## config.mk

```make
export PLATFORM = sky130hd
export DESIGN_NAME = weight_reorder_top
export DESIGN_NICKNAME = d
export VERILOG_FILES = /design/src/weight_r2b_pkg.sv /design/src/ram_1w2r.sv /design/src/weight_row_packer.sv /design/src/weight_r2b_converter.sv /design/src/weight_reorder_top.sv
export SDC_FILE = /design/constraint.sdc
export NUM_CORES = 2
export LEC_CHECK = 0
export ABC_AREA = 1
export BUFFER_PORTS_ARGS = -buffer_cell sky130_fd_sc_hd__clkbuf_2
export CAP_MARGIN = 10
export CORE_ASPECT_RATIO = 1.4
export CORE_MARGIN = 2
export CORE_UTILIZATION = 40
export CTS_CLUSTER_DIAMETER = 50
export DETAILED_ROUTE_END_ITERATION = 7
export SYNTH_ARGS = -nofsm -noshare
export SYNTH_HDL_FRONTEND = slang
export SYNTH_SLANG_ARGS = --single-unit
```

## constraint.sdc

```tcl
create_clock -name clk -period 11.3 [get_ports clk]
set_input_delay 0.565 -clock clk [delete_from_list [all_inputs] [get_ports clk]]
set_output_delay 0.565 -clock clk [all_outputs]
set_load 0.01 [all_outputs]
```

## src/weight_r2b_pkg.sv

```systemverilog
// ##################################################
// weight reorder package
// default matrix sizes and the element, row and tile types
// ##################################################

`default_nettype none

package weight_r2b_pkg;

    // width of one weight element
    localparam int elem_width = 16;

    // matrix dimensions, kept small for short simulations
    localparam int mat_rows = 16;
    localparam int mat_cols = 8;

    // edge of one square output tile
    localparam int block_size = 2;

    // derived widths
    localparam int row_width  = elem_width * mat_cols;
    localparam int tile_slots = block_size * block_size;
    localparam int tile_width = elem_width * tile_slots;

    // one weight element
    typedef logic [elem_width-1:0] elem_t;

    // one packed matrix row, column 0 in the top slot
    typedef logic [row_width-1:0] row_t;

    // one output tile, slot r * block_size + c with slot 0 on top
    typedef logic [tile_width-1:0] tile_t;

endpackage

`default_nettype wire

```

## src/ram_1w2r.sv

```systemverilog
// ##################################################
// ram_1w2r
// register array with one write port and two registered reads
// ##################################################

`timescale 1ns/1ps
`default_nettype none

module ram_1w2r #(
    parameter int data_width = 128,
    parameter int depth      = 16
) (
    input  wire                       clk,
    input  wire                       we,
    input  wire  [$clog2(depth)-1:0]  write_addr,
    input  wire  [data_width-1:0]     din,
    input  wire  [$clog2(depth)-1:0]  read_addr0,
    input  wire  [$clog2(depth)-1:0]  read_addr1,
    output logic [data_width-1:0]     dout0,
    output logic [data_width-1:0]     dout1
);

    // storage, no reset on the array
    logic [data_width-1:0] mem [depth];

    // write port
    always_ff @(posedge clk) begin
        if (we) begin
            mem[write_addr] <= din;
        end
    end

    // both reads sample the array before this edge's write
    // so a same-address access returns the old row
    always_ff @(posedge clk) begin
        dout0 <= mem[read_addr0];
        dout1 <= mem[read_addr1];
    end

endmodule

`default_nettype wire

```

## src/weight_row_packer.sv

```systemverilog
// ##################################################
// weight row packer
// gathers serial weight elements into full matrix rows
// ##################################################

`timescale 1ns/1ps
`default_nettype none

module weight_row_packer #(
    parameter int elem_width = weight_r2b_pkg::elem_width,
    parameter int mat_cols   = weight_r2b_pkg::mat_cols
) (
    input  wire                    clk,
    input  wire                    rst_n,
    input  wire                    accept,
    input  wire                    elem_valid,
    input  wire weight_r2b_pkg::elem_t elem_data,
    output logic                   row_valid,
    output weight_r2b_pkg::row_t   row_data
);

    import weight_r2b_pkg::*;

    localparam int row_bits  = elem_width * mat_cols;
    localparam int cnt_width = (mat_cols > 1) ? $clog2(mat_cols) : 1;
    localparam logic [cnt_width-1:0] last_col = cnt_width'(mat_cols - 1);

    // column position of the next element
    logic [cnt_width-1:0] col_cnt;

    // elements of the row being collected, oldest at the top
    row_t shift_reg;

    // the shifted row including the current element
    row_t shift_next;

    logic take;
    logic row_end;

    // strobes outside the accept window are dropped
    assign take    = accept && elem_valid;
    assign row_end = take && (col_cnt == last_col);

    assign shift_next = {shift_reg[row_bits-elem_width-1:0], elem_data};

    // column counter
    always_ff @(posedge clk) begin
        if (!rst_n) begin
            col_cnt <= '0;
        end else if (take) begin
            if (col_cnt == last_col) begin
                col_cnt <= '0;
            end else begin
                col_cnt <= col_cnt + 1'b1;
            end
        end
    end

    // element shift register, payload only
    always_ff @(posedge clk) begin
        if (take) begin
            shift_reg <= shift_next;
        end
    end

    // completed row is held until the next one finishes
    always_ff @(posedge clk) begin
        if (row_end) begin
            row_data <= shift_next;
        end
    end

    // one-cycle row strobe after the last column
    always_ff @(posedge clk) begin
        if (!rst_n) begin
            row_valid <= 1'b0;
        end else begin
            row_valid <= row_end;
        end
    end

endmodule

`default_nettype wire

```

## src/weight_r2b_converter.sv

```systemverilog
// ##################################################
// weight row to block converter
// buffers the full matrix then emits square tiles, row blocks first
// ##################################################

`timescale 1ns/1ps
`default_nettype none

module weight_r2b_converter #(
    parameter int elem_width = weight_r2b_pkg::elem_width,
    parameter int mat_rows   = weight_r2b_pkg::mat_rows,
    parameter int mat_cols   = weight_r2b_pkg::mat_cols,
    parameter int block_size = weight_r2b_pkg::block_size
) (
    input  wire                       clk,
    input  wire                       rst_n,
    input  wire                       en,
    input  wire                       row_valid,
    input  wire weight_r2b_pkg::row_t row_data,
    output logic                      filling,
    output logic                      tile_valid,
    output weight_r2b_pkg::tile_t     tile_data,
    output logic                      tile_last,
    output logic                      buffer_done
);

    import weight_r2b_pkg::*;

    // tile geometry
    localparam int row_blocks = mat_rows / block_size;
    localparam int col_groups = mat_cols / block_size;
    localparam int n_slots    = block_size * block_size;

    // counter widths, never zero
    localparam int addr_width = (mat_rows > 1) ? $clog2(mat_rows) : 1;
    localparam int blk_width  = (row_blocks > 1) ? $clog2(row_blocks) : 1;
    localparam int grp_width  = (col_groups > 1) ? $clog2(col_groups) : 1;

    localparam logic [addr_width-1:0] last_row = addr_width'(mat_rows - 1);
    localparam logic [blk_width-1:0]  last_blk = blk_width'(row_blocks - 1);
    localparam logic [grp_width-1:0]  last_grp = grp_width'(col_groups - 1);

    typedef enum logic [1:0] {
        IDLE,
        FILL,
        SLICE,
        DONE
    } state_t;

    state_t state;
    state_t state_next;

    // buffer ports
    logic                  ram_we;
    logic [addr_width-1:0] ram_write_addr;
    logic [addr_width-1:0] ram_read_addr0;
    logic [addr_width-1:0] ram_read_addr1;
    row_t                  ram_dout0;
    row_t                  ram_dout1;

    // rows written so far
    logic [addr_width-1:0] row_cnt;

    // tile index, row block walks fastest
    logic [blk_width-1:0] row_blk;
    logic [grp_width-1:0] col_grp;
    logic                 all_issued;
    logic                 issue;
    logic                 issue_last;

    // read stage, lines up with the buffer outputs
    logic                 rd_valid;
    logic                 rd_last;
    logic [grp_width-1:0] col_grp_d;

    tile_t tile_next;

    // fill side
    assign filling        = (state == FILL) && en;
    assign ram_we         = (state == FILL) && row_valid;
    assign ram_write_addr = row_cnt;

    // slice side
    assign issue      = (state == SLICE) && en && !all_issued;
    assign issue_last = issue && (row_blk == last_blk) && (col_grp == last_grp);

    // two read ports cover one row pair, so a tile is two rows tall
    assign ram_read_addr0 = addr_width'(int'(row_blk) * block_size);
    assign ram_read_addr1 = addr_width'(int'(row_blk) * block_size + 1);

    assign buffer_done = (state == DONE);

    always_ff @(posedge clk) begin
        if (!rst_n) begin
            state <= IDLE;
        end else begin
            state <= state_next;
        end
    end

    always_comb begin
        state_next = state;
        case (state)
            IDLE: begin
                if (en) begin
                    state_next = FILL;
                end
            end
            FILL: begin
                if (ram_we && (row_cnt == last_row)) begin
                    state_next = SLICE;
                end
            end
            // wait for the final tile to leave the pipeline
            SLICE: begin
                if (tile_last) begin
                    state_next = DONE;
                end
            end
            DONE: state_next = DONE;
            default: state_next = IDLE;
        endcase
    end

    // write address counter
    always_ff @(posedge clk) begin
        if (!rst_n) begin
            row_cnt <= '0;
        end else if (ram_we && (row_cnt != last_row)) begin
            row_cnt <= row_cnt + 1'b1;
        end
    end

    // tile index counters, frozen while en is low
    always_ff @(posedge clk) begin
        if (!rst_n) begin
            row_blk    <= '0;
            col_grp    <= '0;
            all_issued <= 1'b0;
        end else if (issue) begin
            if (row_blk == last_blk) begin
                row_blk <= '0;
                if (col_grp == last_grp) begin
                    col_grp    <= '0;
                    all_issued <= 1'b1;
                end else begin
                    col_grp <= col_grp + 1'b1;
                end
            end else begin
                row_blk <= row_blk + 1'b1;
            end
        end
    end

    // strobes drain regardless of en so in-flight tiles still appear
    always_ff @(posedge clk) begin
        if (!rst_n) begin
            rd_valid   <= 1'b0;
            rd_last    <= 1'b0;
            tile_valid <= 1'b0;
            tile_last  <= 1'b0;
        end else begin
            rd_valid   <= issue;
            rd_last    <= issue_last;
            tile_valid <= rd_valid;
            tile_last  <= rd_last;
        end
    end

    // column group travels with the read
    always_ff @(posedge clk) begin
        if (issue) begin
            col_grp_d <= col_grp;
        end
    end

    // pick block_size columns from each row of the pair
    always_comb begin
        tile_next = '0;
        for (int c = 0; c < block_size; c++) begin
            tile_next[(n_slots - 1 - c) * elem_width +: elem_width] =
                ram_dout0[(mat_cols - 1 - int'(col_grp_d) * block_size - c) * elem_width
                          +: elem_width];
            tile_next[(n_slots - 1 - block_size - c) * elem_width +: elem_width] =
                ram_dout1[(mat_cols - 1 - int'(col_grp_d) * block_size - c) * elem_width
                          +: elem_width];
        end
    end

    // tile register
    always_ff @(posedge clk) begin
        if (rd_valid) begin
            tile_data <= tile_next;
        end
    end

    ram_1w2r #(
        .data_width (elem_width * mat_cols),
        .depth      (mat_rows)
    ) weight_buffer_ram (
        .clk        (clk),
        .we         (ram_we),
        .write_addr (ram_write_addr),
        .din        (row_data),
        .read_addr0 (ram_read_addr0),
        .read_addr1 (ram_read_addr1),
        .dout0      (ram_dout0),
        .dout1      (ram_dout1)
    );

endmodule

`default_nettype wire

```

## src/weight_reorder_top.sv

```systemverilog
// ##################################################
// weight reorder top
// element stream in, square weight tiles out
// ##################################################

`timescale 1ns/1ps
`default_nettype none

module weight_reorder_top #(
    parameter int elem_width = weight_r2b_pkg::elem_width,
    parameter int mat_rows   = weight_r2b_pkg::mat_rows,
    parameter int mat_cols   = weight_r2b_pkg::mat_cols,
    parameter int block_size = weight_r2b_pkg::block_size
) (
    input  wire                        clk,
    input  wire                        rst_n,
    input  wire                        en,
    input  wire                        elem_valid,
    input  wire weight_r2b_pkg::elem_t elem_data,
    output logic                       tile_valid,
    output weight_r2b_pkg::tile_t      tile_data,
    output logic                       tile_last,
    output logic                       buffer_done
);

    import weight_r2b_pkg::*;

    // packer to converter
    logic row_valid;
    row_t row_data;
    logic filling;

    weight_row_packer #(
        .elem_width (elem_width),
        .mat_cols   (mat_cols)
    ) weight_row_packer_inst (
        .clk        (clk),
        .rst_n      (rst_n),
        .accept     (filling),
        .elem_valid (elem_valid),
        .elem_data  (elem_data),
        .row_valid  (row_valid),
        .row_data   (row_data)
    );

    weight_r2b_converter #(
        .elem_width  (elem_width),
        .mat_rows    (mat_rows),
        .mat_cols    (mat_cols),
        .block_size  (block_size)
    ) weight_r2b_converter_inst (
        .clk         (clk),
        .rst_n       (rst_n),
        .en          (en),
        .row_valid   (row_valid),
        .row_data    (row_data),
        .filling     (filling),
        .tile_valid  (tile_valid),
        .tile_data   (tile_data),
        .tile_last   (tile_last),
        .buffer_done (buffer_done)
    );

endmodule

`default_nettype wire

```

==> flow_summary.ini <==
[outcome]
status = finished clean

[routing]
dr.pass1.iters = 6
vias_per_cell = 5.27
first_iter_violations = 6510
route.detailed.drc = 0
vias = 59700
routed_wl_um = 265000
drt-wirelength-per-cell_um = 23.4
antenna_left = 0

[clock_tree]
cts_root_buf = clkbuf_16
clkTransAtPathRegs_ps = 60
cts_buffers = 243
clock-sinks = 2630
cts_resized = 0
cts.path.max_buffers = 4
cts_htree_levels = 4
clk_latency_ps = 930
cts_tree = built

[die]
coreArea_um2 = 245000
num_rows = 215
start_util = 0.402
die_w_um = 423
fp.dieH_um = 591
io_pins = 87
die_area_um2 = 250000

[sta]
hold_violations = 0
finalMaxSlewViolations = 0
fin_crit_sh = 0.381
finalSetupViolCount = 0
max_freq_mhz = 233
period_minus_slack_ps = 4300
finalClockSkew_ps = 94.4
rsz0062_at_grt = false
relSlewSlack = 0.145
tightest_slew_ps = 1280
worst_hold_slack_ps = 41.8
setup_tns_ps = 0

[critical_path]
cp.required_ps = 12070
crit_type = register to register
arrival_ps = 5070
rrSetupSlack_ps = 7000
startpoint_type = register
crit_fanout = 78
end_kind = register

[cells_and_area]
final_common_cell = edfxtp_1
fin_area_um2 = 109000
fillerInstances = 21800
fin_nets = 7898
top_register = weight_r2b_converter_inst.weight_buffer_ram.mem
drive_above_1_share = 0.0708
largest_reg_flops = 2048
syn2layout_area_growth_pct = 11.2
mostFrequentLayoutCells = edfxtp_1, nand2_1, nor2_1

[logic_synthesis]
yosysSeqAreaShare = 0.774
async_reset_ff_frac = 0
yosysTopAreaCellShare = 0.718
synth.avg_cell_area_um2 = 12.5
synth_area_leaders = edfxtp_1, nand2_1, dfxtp_1
synth_flop_cell = edfxtp_1
synth_edf_count = 2354
ys_warn_count = 0
ys_ff_latch = 2630
synthesis.area_um2 = 98400
synth.distinct_cells = 24
yosysTopAreaCell = edfxtp_1
synth_nets = 7909
netlist_instances = 7880

[pwr]
powerDensity_nw_per_um2 = 170
power_leakage_nw = 38.5
ir_drop_mv = 0.145

[placed_design]
place.gp.congestion = 0.791
port_buffers = 86
dp_hpwl_um = 131000
dpl-instance-area_um2 = 102000

[grt]
grt_pass1_vias = 57600
grt_overflow = 0
antenna_found_initial = 18
grt_max_degree = 245
grt_use_total = 0.207
grt_pass1_wl_um = 387000

[run]
maxCapViolations = 0

[worst_hold_path]
hold_class = input pin to register
synthesized netlist by cell type (2+ instances only):
cell type  instances
nor2_1          1447
o21ai_1          513
o21ai_0          648
nand3_1            8
buf_6             79
nand4_1            2
nor3_1             4
buf_1             31
inv_1             27
buf_8              6
dfxtp_1          276
clkbuf_1         245
buf_2             74
o22ai_1           64
edfxtp_1        2354
nand2_1         2079
a21oi_1            3
buf_4              6
ha_1               9
cell families after synthesis:
family          count (synthesis)  share of synthesized area
fa+ha+maj                       9                    0.00114
compound gates               1230                     0.0634
buf+inv                       471                     0.0259
simple gates                 3540                      0.135
flops                        2630                      0.774
report_power, final:
part	internal, mW	leakage, nW	switching (mW)
Combinational	0.00600	11.1	0.0210
Clock	4.52	3.85	3.57
Sequential	10.4	23.5	0.00924
Total	15.0	38.5	3.60
stage by stage:
| stage | total power [mW] | setup slack, ps | cells | util |
|---|---|---|---|---|
| after floorplan | 10.7 | 2210 | 7880 | - |
| after global placement | 10.7 | 7070 | 10900 | 0.415 |
| after detailed placement | 10.7 | 7060 | 10900 | 0.415 |
| after CTS | 18.7 | 7030 | 11300 | 0.447 |
| after global routing | 19.0 | 6770 | 11300 | 0.447 |
| final | 18.6 | 7000 | 11300 | 0.447 |
routing by layer:
layer	wire, um	share of wire	track usage
met1	110000	0.41	0.276
met2	130000	0.49	0.354
met3	17500	0.066	0.0246
met4	7880	0.030	0.0634
met5	24	0.000090	0
final timing paths:
check,start,end,cells past startpoint
hold reg to reg,weight_r2b_converter_inst.rd_last,weight_r2b_converter_inst.tile_last,2
hold / removal,elem_data[7],weight_row_packer_inst.row_data[7],1
setup / recovery,weight_r2b_converter_inst.row_blk[1],register,8
setup reg to reg,weight_r2b_converter_inst.row_blk[1],register,8
cell type report:
cell class	instances	area, um^2	share of cell area
sequential	2630	76200	0.696
multi-input combinational	4779	19800	0.181
clock buffer	325	6760	0.0618
tap	3255	4070	0.0372
timing repair buffer	185	1380	0.0126
clock inverter	119	1060	0.00968
inverter	30	163	0.00149
antenna	5	12.5	0.000114
worst max-delay path, stage by stage (launching register included):
cell	delay [ps]
dfxtp_4	940
buf_4	730
buf_4	900
buf_4	950
nor2_1	120
o21ai_1	130
nand2_1	90
nand2_1	60
nand2_1	60
timing repair:
action | CTS | global route
hold buffers | 8 | 0
endpoints found under the hold margin | 15 | 0
buffers inserted | 0 | 0
(Power assumes the default switching activity.)
